[src/source/sd_rx_macros.svh]
`ifndef SD_RX_MACROS_SVH
`define SD_RX_MACROS_SVH

// ===============================================
// SD data word and block geometry
// ===============================================
`define SD_WORD_W       16      // One word off the DAT lines
`define SD_BLOCK_WORDS  32      // 512-bit block

// CMD6 switch status carries the access mode in one word of the block
`define CMD6_MODE_WORD  8
`define CMD6_MODE_LSB   8       // Low bit of the 4-bit mode field

// ===============================================
// Buffering and host readout
// ===============================================
`define FIFO_DEPTH      16      // Power of two, pointers wrap freely
`define READOUT_MAX     3       // Words per SD_READOUT reply

// Opcode field of the reply to an unknown message
`define RESP_ERR_OP     8'hEE

`endif
[src/source/host_msg_pkg.sv]
package host_msg_pkg;

    // ===============================================
    // Message opcodes
    // ===============================================
    // Bit 7 set means the host expects a reply
    typedef enum logic [7:0] {
        NOP        = 8'h00,
        LED_SET    = 8'h02,
        ECHO       = 8'h81,
        SD_STATUS  = 8'h83,
        SD_READOUT = 8'h84
    } msg_type_e;

    // ===============================================
    // Message and response words
    // ===============================================
    // Opcode kept as raw bits so unknown values pass through intact
    typedef struct packed {
        logic [7:0]  opcode;
        logic [55:0] arg;
    } host_msg_s;

    // SD_STATUS payload map
    //   55:48 block count
    //   47:44 access mode
    //   43    mode valid
    //   42:38 FIFO level
    // SD_READOUT payload map
    //   55:40 first word, 39:24 second, 23:8 third
    //   7:0   number of words popped
    typedef struct packed {
        logic [7:0]  opcode;    // Echo of the message opcode
        logic [55:0] payload;
    } host_resp_s;

    // Engine FSM
    typedef enum logic [1:0] {
        IDLE = 2'd0,    // Waiting for a message
        POP  = 2'd1,    // Draining words for a readout
        RESP = 2'd2     // Holding a reply for the host
    } engine_state_e;

endpackage

[src/source/sd_rx_pkg.sv]
`include "sd_rx_macros.svh"

package sd_rx_pkg;

    // One data word as written by the SD side
    typedef logic [`SD_WORD_W-1:0] sd_word_t;

    // Fill level, needs one bit more than the pointers
    typedef logic [$clog2(`FIFO_DEPTH + 1)-1:0] fifo_level_t;

    // ===============================================
    // Accepted-word strobe, FIFO to tracker
    // ===============================================
    typedef struct packed {
        sd_word_t data;
        logic     valid;        // One cycle per accepted word
    } dat_in_word_s;

    // ===============================================
    // Block tracker state seen by the host side
    // ===============================================
    typedef struct packed {
        logic [7:0] block_count;    // Full blocks seen, wraps
        logic [3:0] access_mode;    // Last captured CMD6 mode
        logic       mode_valid;     // Set once a mode word went by
    } block_status_s;

endpackage

[src/source/sd_dat_in_top.sv]
module sd_dat_in_top
    import sd_rx_pkg::*, host_msg_pkg::*;
(
    input  logic       sd_datInWrite_clk,
    input  logic       sd_datInWrite_rst_,

    // SD data-in port
    input  logic       dat_in_trigger,
    input  sd_word_t   dat_in_data,
    output logic       dat_in_ready,

    // Host message port
    input  logic       msg_valid,
    input  host_msg_s  msg,
    output logic       msg_ready,

    // Host response port
    output logic       resp_valid,
    output host_resp_s resp,
    input  logic       resp_ready,

    output logic [3:0] led
);

    dat_in_word_s  accepted;
    block_status_s status;
    logic          pop;
    sd_word_t      head;
    fifo_level_t   level;

    // ===============================================
    // Word buffer
    // ===============================================
    dat_in_fifo u_fifo (
        .sd_datInWrite_clk  (sd_datInWrite_clk),
        .sd_datInWrite_rst_ (sd_datInWrite_rst_),
        .dat_in_trigger     (dat_in_trigger),
        .dat_in_data        (dat_in_data),
        .dat_in_ready       (dat_in_ready),
        .accepted           (accepted),
        .pop                (pop),
        .head               (head),
        .level              (level)
    );

    // Runs beside the FIFO on the same accepted words
    cmd6_block_tracker u_tracker (
        .sd_datInWrite_clk  (sd_datInWrite_clk),
        .sd_datInWrite_rst_ (sd_datInWrite_rst_),
        .accepted           (accepted),
        .status             (status)
    );

    // ===============================================
    // Host side
    // ===============================================
    host_msg_engine u_engine (
        .sd_datInWrite_clk  (sd_datInWrite_clk),
        .sd_datInWrite_rst_ (sd_datInWrite_rst_),
        .msg_valid          (msg_valid),
        .msg                (msg),
        .msg_ready          (msg_ready),
        .resp_valid         (resp_valid),
        .resp               (resp),
        .resp_ready         (resp_ready),
        .led                (led),
        .status             (status),
        .head               (head),
        .level              (level),
        .pop                (pop)
    );

endmodule

[src/source/host_msg_engine.sv]
`include "sd_rx_macros.svh"

module host_msg_engine
    import sd_rx_pkg::*, host_msg_pkg::*;
(
    input  logic          sd_datInWrite_clk,
    input  logic          sd_datInWrite_rst_,
    input  logic          msg_valid,
    input  host_msg_s     msg,
    output logic          msg_ready,
    output logic          resp_valid,
    output host_resp_s    resp,
    input  logic          resp_ready,
    output logic [3:0]    led,
    input  block_status_s status,
    input  sd_word_t      head,
    input  fifo_level_t   level,
    output logic          pop
);

    localparam int CNT_W    = $clog2(`READOUT_MAX + 1);
    localparam int SLOT_MSB = 55;   // Top bit of the first readout slot

    engine_state_e    state;
    msg_type_e        op;
    logic             accept;
    logic [CNT_W-1:0] avail;        // Words this readout will take
    logic [CNT_W-1:0] rd_cnt;
    logic [CNT_W-1:0] rd_target;
    host_resp_s       resp_q;

    assign op         = msg_type_e'(msg.opcode);
    assign msg_ready  = (state == IDLE);
    assign accept     = msg_valid && msg_ready;
    assign resp_valid = (state == RESP);
    assign resp       = resp_q;

    assign avail = (level > fifo_level_t'(`READOUT_MAX)) ? CNT_W'(`READOUT_MAX)
                                                         : CNT_W'(level);

    // One word per cycle until the target is reached
    assign pop = (state == POP) && (rd_cnt != rd_target);

    // ===============================================
    // FSM, LED register and readout counter
    // ===============================================
    always_ff @(posedge sd_datInWrite_clk or negedge sd_datInWrite_rst_) begin
        if (!sd_datInWrite_rst_) begin
            state     <= IDLE;
            led       <= '0;
            rd_cnt    <= '0;
            rd_target <= '0;
        end else begin
            case (state)
                IDLE: begin
                    if (accept) begin
                        case (op)
                            NOP: begin
                                // Nothing to do, no reply
                            end
                            LED_SET: led <= msg.arg[3:0];
                            SD_READOUT: begin
                                rd_cnt    <= '0;
                                rd_target <= avail;     // Snapshot of level at accept
                                state     <= POP;
                            end
                            default: state <= RESP;     // Echo, status and bad opcodes
                        endcase
                    end
                end

                POP: begin
                    if (pop) begin
                        rd_cnt <= rd_cnt + 1'b1;
                    end else begin
                        state <= RESP;
                    end
                end

                RESP: begin
                    if (resp_ready) begin
                        state <= IDLE;
                    end
                end

                default: state <= IDLE;
            endcase
        end
    end

    // ===============================================
    // Response word
    // ===============================================
    // Only written on accept and during POP, so it holds through RESP
    always_ff @(posedge sd_datInWrite_clk) begin
        if (accept) begin
            resp_q.opcode  <= msg.opcode;
            resp_q.payload <= '0;
            case (op)
                ECHO:      resp_q.payload <= msg.arg;
                SD_STATUS: resp_q.payload <= {status.block_count, status.access_mode,
                                              status.mode_valid, level, 38'd0};
                NOP, LED_SET, SD_READOUT: begin
                    // Payload filled later or never sent
                end
                default:   resp_q.opcode <= `RESP_ERR_OP;
            endcase
        end else if (pop) begin
            resp_q.payload[SLOT_MSB - `SD_WORD_W * int'(rd_cnt) -: `SD_WORD_W] <= head;
        end else if (state == POP) begin
            resp_q.payload[7:0] <= 8'(rd_cnt);     // Word count on the way out
        end
    end

    // Host sees a frozen reply until it takes it
    a_resp_hold: assert property (@(posedge sd_datInWrite_clk) disable iff (!sd_datInWrite_rst_)
        resp_valid && !resp_ready |=> resp_valid && $stable(resp));

endmodule

[src/source/cmd6_block_tracker.sv]
`include "sd_rx_macros.svh"

module cmd6_block_tracker
    import sd_rx_pkg::*;
(
    input  logic          sd_datInWrite_clk,
    input  logic          sd_datInWrite_rst_,
    input  dat_in_word_s  accepted,
    output block_status_s status
);

    localparam int IDX_W = $clog2(`SD_BLOCK_WORDS);

    logic [IDX_W-1:0] word_idx;     // Position inside the current block
    logic             last_word;
    logic             mode_word;

    assign last_word = (word_idx == IDX_W'(`SD_BLOCK_WORDS - 1));
    assign mode_word = (word_idx == IDX_W'(`CMD6_MODE_WORD));

    // ===============================================
    // Word index, block count and CMD6 capture
    // ===============================================
    always_ff @(posedge sd_datInWrite_clk or negedge sd_datInWrite_rst_) begin
        if (!sd_datInWrite_rst_) begin
            word_idx <= '0;
            status   <= '0;
        end else if (accepted.valid) begin
            if (last_word) begin
                word_idx           <= '0;
                status.block_count <= status.block_count + 1'b1;   // Wraps at 256
            end else begin
                word_idx <= word_idx + 1'b1;
            end

            // Mode field sits in the ninth word of the switch status
            if (mode_word) begin
                status.access_mode <= accepted.data[`CMD6_MODE_LSB +: 4];
                status.mode_valid  <= 1'b1;
            end
        end
    end

    a_idx_bound: assert property (@(posedge sd_datInWrite_clk) disable iff (!sd_datInWrite_rst_)
        word_idx < IDX_W'(`SD_BLOCK_WORDS - 1) || last_word);

endmodule

[src/source/dat_in_fifo.sv]
`include "sd_rx_macros.svh"

module dat_in_fifo
    import sd_rx_pkg::*;
(
    input  logic         sd_datInWrite_clk,
    input  logic         sd_datInWrite_rst_,
    input  logic         dat_in_trigger,
    input  sd_word_t     dat_in_data,
    output logic         dat_in_ready,
    output dat_in_word_s accepted,
    input  logic         pop,
    output sd_word_t     head,
    output fifo_level_t  level
);

    localparam int PTR_W = $clog2(`FIFO_DEPTH);

    sd_word_t         mem [`FIFO_DEPTH];
    logic [PTR_W-1:0] wr_ptr;
    logic [PTR_W-1:0] rd_ptr;
    logic             full;
    logic             push;
    logic             do_pop;
    logic             acc_valid;
    sd_word_t         acc_data;

    assign full         = (level == fifo_level_t'(`FIFO_DEPTH));
    assign dat_in_ready = !full;
    assign push         = dat_in_trigger && dat_in_ready;   // Trigger/ready handshake
    assign do_pop       = pop && (level != '0);
    assign head         = mem[rd_ptr];

    // Strobe for the tracker, one cycle behind the handshake
    assign accepted = '{data: acc_data, valid: acc_valid};

    // ===============================================
    // Storage
    // ===============================================
    always_ff @(posedge sd_datInWrite_clk) begin
        if (push) begin
            mem[wr_ptr] <= dat_in_data;
        end
        acc_data <= dat_in_data;
    end

    // ===============================================
    // Pointers and fill level
    // ===============================================
    always_ff @(posedge sd_datInWrite_clk or negedge sd_datInWrite_rst_) begin
        if (!sd_datInWrite_rst_) begin
            wr_ptr    <= '0;
            rd_ptr    <= '0;
            level     <= '0;
            acc_valid <= 1'b0;
        end else begin
            acc_valid <= push;
            if (push) begin
                wr_ptr <= wr_ptr + 1'b1;    // Wraps at depth
            end
            if (do_pop) begin
                rd_ptr <= rd_ptr + 1'b1;
            end
            case ({push, do_pop})
                2'b10:   level <= level + 1'b1;
                2'b01:   level <= level - 1'b1;
                default: level <= level;    // Both or neither
            endcase
        end
    end

    // Engine only pops words it has seen in level
    a_no_pop_empty: assert property (@(posedge sd_datInWrite_clk) disable iff (!sd_datInWrite_rst_)
        pop |-> level != '0);

    a_level_bound: assert property (@(posedge sd_datInWrite_clk) disable iff (!sd_datInWrite_rst_)
        level <= fifo_level_t'(`FIFO_DEPTH));

endmodule

[config.mk]
export PLATFORM = sky130hd
export DESIGN_NAME = sd_dat_in_top
export DESIGN_NICKNAME = d
export VERILOG_FILES = /design/src/source/host_msg_pkg.sv /design/src/source/sd_rx_pkg.sv /design/src/source/sd_dat_in_top.sv /design/src/source/host_msg_engine.sv /design/src/source/cmd6_block_tracker.sv /design/src/source/dat_in_fifo.sv
export VERILOG_INCLUDE_DIRS = /design/src /design/src/source
export SDC_FILE = /design/constraint.sdc
export NUM_CORES = 1
export LEC_CHECK = 0
export BUFFER_PORTS_ARGS = -buffer_cell sky130_fd_sc_hd__buf_2
export CAP_MARGIN = 20
export CORE_MARGIN = 3
export CORE_UTILIZATION = 50
export DETAILED_ROUTE_END_ITERATION = 10
export PLACE_DENSITY = 0.67
export SLEW_MARGIN = 10
export SYNTH_ARGS = -nofsm -noshare
export SYNTH_HDL_FRONTEND = slang
export SYNTH_HIERARCHICAL = 1
export SYNTH_SLANG_ARGS = --single-unit
[constraint.sdc]
create_clock -name sd_datInWrite_clk -period 4.15 [get_ports sd_datInWrite_clk]
set_input_delay 0.2075 -clock sd_datInWrite_clk [delete_from_list [all_inputs] [get_ports sd_datInWrite_clk]]
set_output_delay 0.2075 -clock sd_datInWrite_clk [all_outputs]
set_load 0.005 [all_outputs]
==> results by group <==
Synth
  – Syn_nets: 984
  – Yosys warns: 6
  – Avg Inst Size Synth: 17.4 um2
  – Synthesized area: 15300 um2
  – Syn Inst Count: 881

Drt
  – Vias after detailed routing: 8804
  – Initial DRC count: 791
  – Via-per-instance ratio: 5.80
  – Wire per inst: 24.0 um
  – Routed WL: 36.5 mm
  – DRC viols: 0
  – Routed Antenna Nets: 0
  – TritonRoute pass-1 iters: 5

Clock tree
  – Cts bufs inserted: 38
  – CTS tree: yes
  – CTS Buffer Depth: 3
  – Clock Tree Root: clkbuf_16
  – Sink Count: 366
  – Number of H-tree levels: 2
  – Worst-path clk slew: 0.06 ns
  – Setup bufs post-CTS: 0
  – CTS resizes: 0
  – Clock Latency Late Sink: 0.52 ns

Critical path
  – Worst EP arrival: 3.44 ns
  – CP Launch Type: register
  – Crit. End Element: register
  – Worst path bufs/invs: 1
  – Max stage delay cell, worst path: dfrtp_1
  – Slowest stage delay, CP: 0.49 ns
  – Critical path's top delay family: compound AO/OA/AOI/OAI gates
  – CP Class: register to register
  – Crit path max fanout: 11
  – Critical path, cell by cell: xor2_1 > o21ai_1 > inv_1 > a21boi_2 > ha_1 > fa_1 > a21o_1 > a21oi_1 > mux2i_1 > xnor2_1
  – Data required time at the worst endpoint: 4.59 ns

Floorplan
  – Core ar.: 29900 um2
  – Die X: 181 um
  – Initial Util: 0.512
  – Io pins: 156
  – Core Rows: 63
  – Die area: 32700 um2
  – DIE HEIGHT: 181 um

Timing
  – Endpoints failing setup: 0
  – Tightest slew margin relative to the limit: 0.238
  – Max Clock Freq: 0.334 GHz
  – Tcrit/Tclk final: 0.721
  – Unrepaired setup endpoints after global routing: false
  – Clk_skew: 0.0170 ns
  – Final Hold Viols: 0
  – Setup TNS: 0 ns
  – Hold Slack: 0.0249 ns
  – Max Slew Vio Count: 0
  – Final worst setup slack: 1.16 ns
  – Min Tclk post-route: 2.99 ns
  – Worst Tran Pin Value: 1.14 ns

Pwr
  – Flop pwr share: 0.472
  – Switching Share: 0.261
  – P per Cell Area: 557 nW/um2
  – Final Power: 10100 uW
  – NetSw: 2640 uW
  – Leak: 0.00671 uW
  – Combinational share of power: 0.167
  – Int Power: 7500 uW
  – Max VDD drop: 0.388 mV
  – Clock power frac: 0.361

Placed design
  – I/O Buffers: 155
  – Dpl cell area: 16400 um2
  – Post-DP HPWL: 23.4 mm
  – RePlAce Congestion: 0.827
  – Dpl ws: 1.19 ns

Global route
  – Antenna violations before repair: 2
  – Largest net degree at the start of global routing: 43
  – Vias in the first global route: 8788
  – Overflow after GRT: 0
  – First-pass GRT wire length: 54.6 mm
  – All-Layer GR Usage: 0.220

Final layout
  – Share of layout cells above drive strength 1: 0.305
  – Final Cell Area: 18200 um2
  – Final #Nets: 1201
  – Syn-to-layout area delta: 19.1%

Run
  – # Max-Cap Violations: 0

Outcome
  – Status: finished, final reports clean

Min path
  – Hold Crit Class: input port to register
cell type report:
| class | instances | area, um2 |
|---|---|---|
| flip-flops and latches | 366 | 10700 |
| inverters | 18 | 72.6 |
| repair buffers | 225 | 1420 |
| well taps | 390 | 488 |
| fillers | 2200 | 11700 |
| clock inverters | 26 | 359 |
| diodes | 2 | 5.00 |
| clock buffers | 43 | 991 |
| multi-input cells | 449 | 4130 |
path summary, 6_finish.rpt:
path                                          from             endpoint  slack (ns)  cells past startpoint
worst max-delay path            u_engine/rd_cnt[0]      u_fifo/level[4]        1.16                     10
worst min-delay path                       msg[17]    u_engine/resp[17]        0.02                      2
worst max register to register  u_engine/rd_cnt[0]      u_fifo/level[4]        1.16                     10
worst min register to register  u_fifo/acc_data[9]  u_tracker/status[2]        0.46                      1
max in group asynchronous       sd_datInWrite_rst_     u_fifo/rd_ptr[0]        3.55                      3
min in group asynchronous       sd_datInWrite_rst_    u_engine/state[1]        0.10                      2
flip-flops by register name, indices dropped and copies added, names as in the netlist, 4 cells and up:
signal              cells
u_engine/resp          64
u_fifo/acc_data         4
u_tracker/word_idx      5
u_fifo/mem            256
u_tracker/status       13
u_fifo/level            5
u_engine/led            4
u_fifo/wr_ptr           4
u_fifo/rd_ptr           4
cell usage in the layout, fill, tap and decap left out, types with 6 or more instances in the layout:
master	n
dlygate4sd3_1	39
edfxtp_1	320
nor2_1	23
a22o_1	36
clkinv_2	10
ha_1	17
nand3_1	6
nand2_1	60
mux4_2	32
buf_2	155
a22oi_1	17
bufinv_16	9
mux2_2	14
inv_1	16
o21ai_0	43
mux2i_1	84
buf_4	29
xnor2_1	14
a221oi_2	30
dfrtp_1	41
clkbuf_16	39
a21oi_1	6
through the flow:
| stage | std cells | util |
|---|---|---|
| detailed placement | 1408 | 0.550 |
| CTS | 1516 | 0.609 |
| global placement | 1408 | 0.550 |
| floorplan | 881 | - |
| global route | 1519 | 0.610 |
| finish | 1519 | 0.610 |
layer usage:
metal | track usage | vias to the layer above | part of all wire
met5 | 0 | - | 0
met4 | 0.0574 | 0 | 0.020
met3 | 0.0381 | 56 | 0.064
met2 | 0.362 | 329 | 0.49
met1 | 0.309 | 4492 | 0.43
li1 | - | 3927 | -
what timing repair did:
| item | in CTS | in global routing |
|---|---|---|
| endpoints found under the setup margin | 0 | 0 |
| endpoints found under the hold margin | 84 | 0 |
| hold buffers | 39 | 0 |
power by group through the flow:
stage | sequential, uW | clock, uW | combinational, uW
2_1_floorplan | 4770 | 0 | 1160
3_3_place_gp | 4830 | 0 | 1650
3_5_place_dp | 4860 | 0 | 1670
4_1_cts | 4790 | 3720 | 1710
5_1_grt | 4830 | 3870 | 1850
6_report | 4790 | 3660 | 1700
No activity file was read; power rests on OpenSTA's default activity.
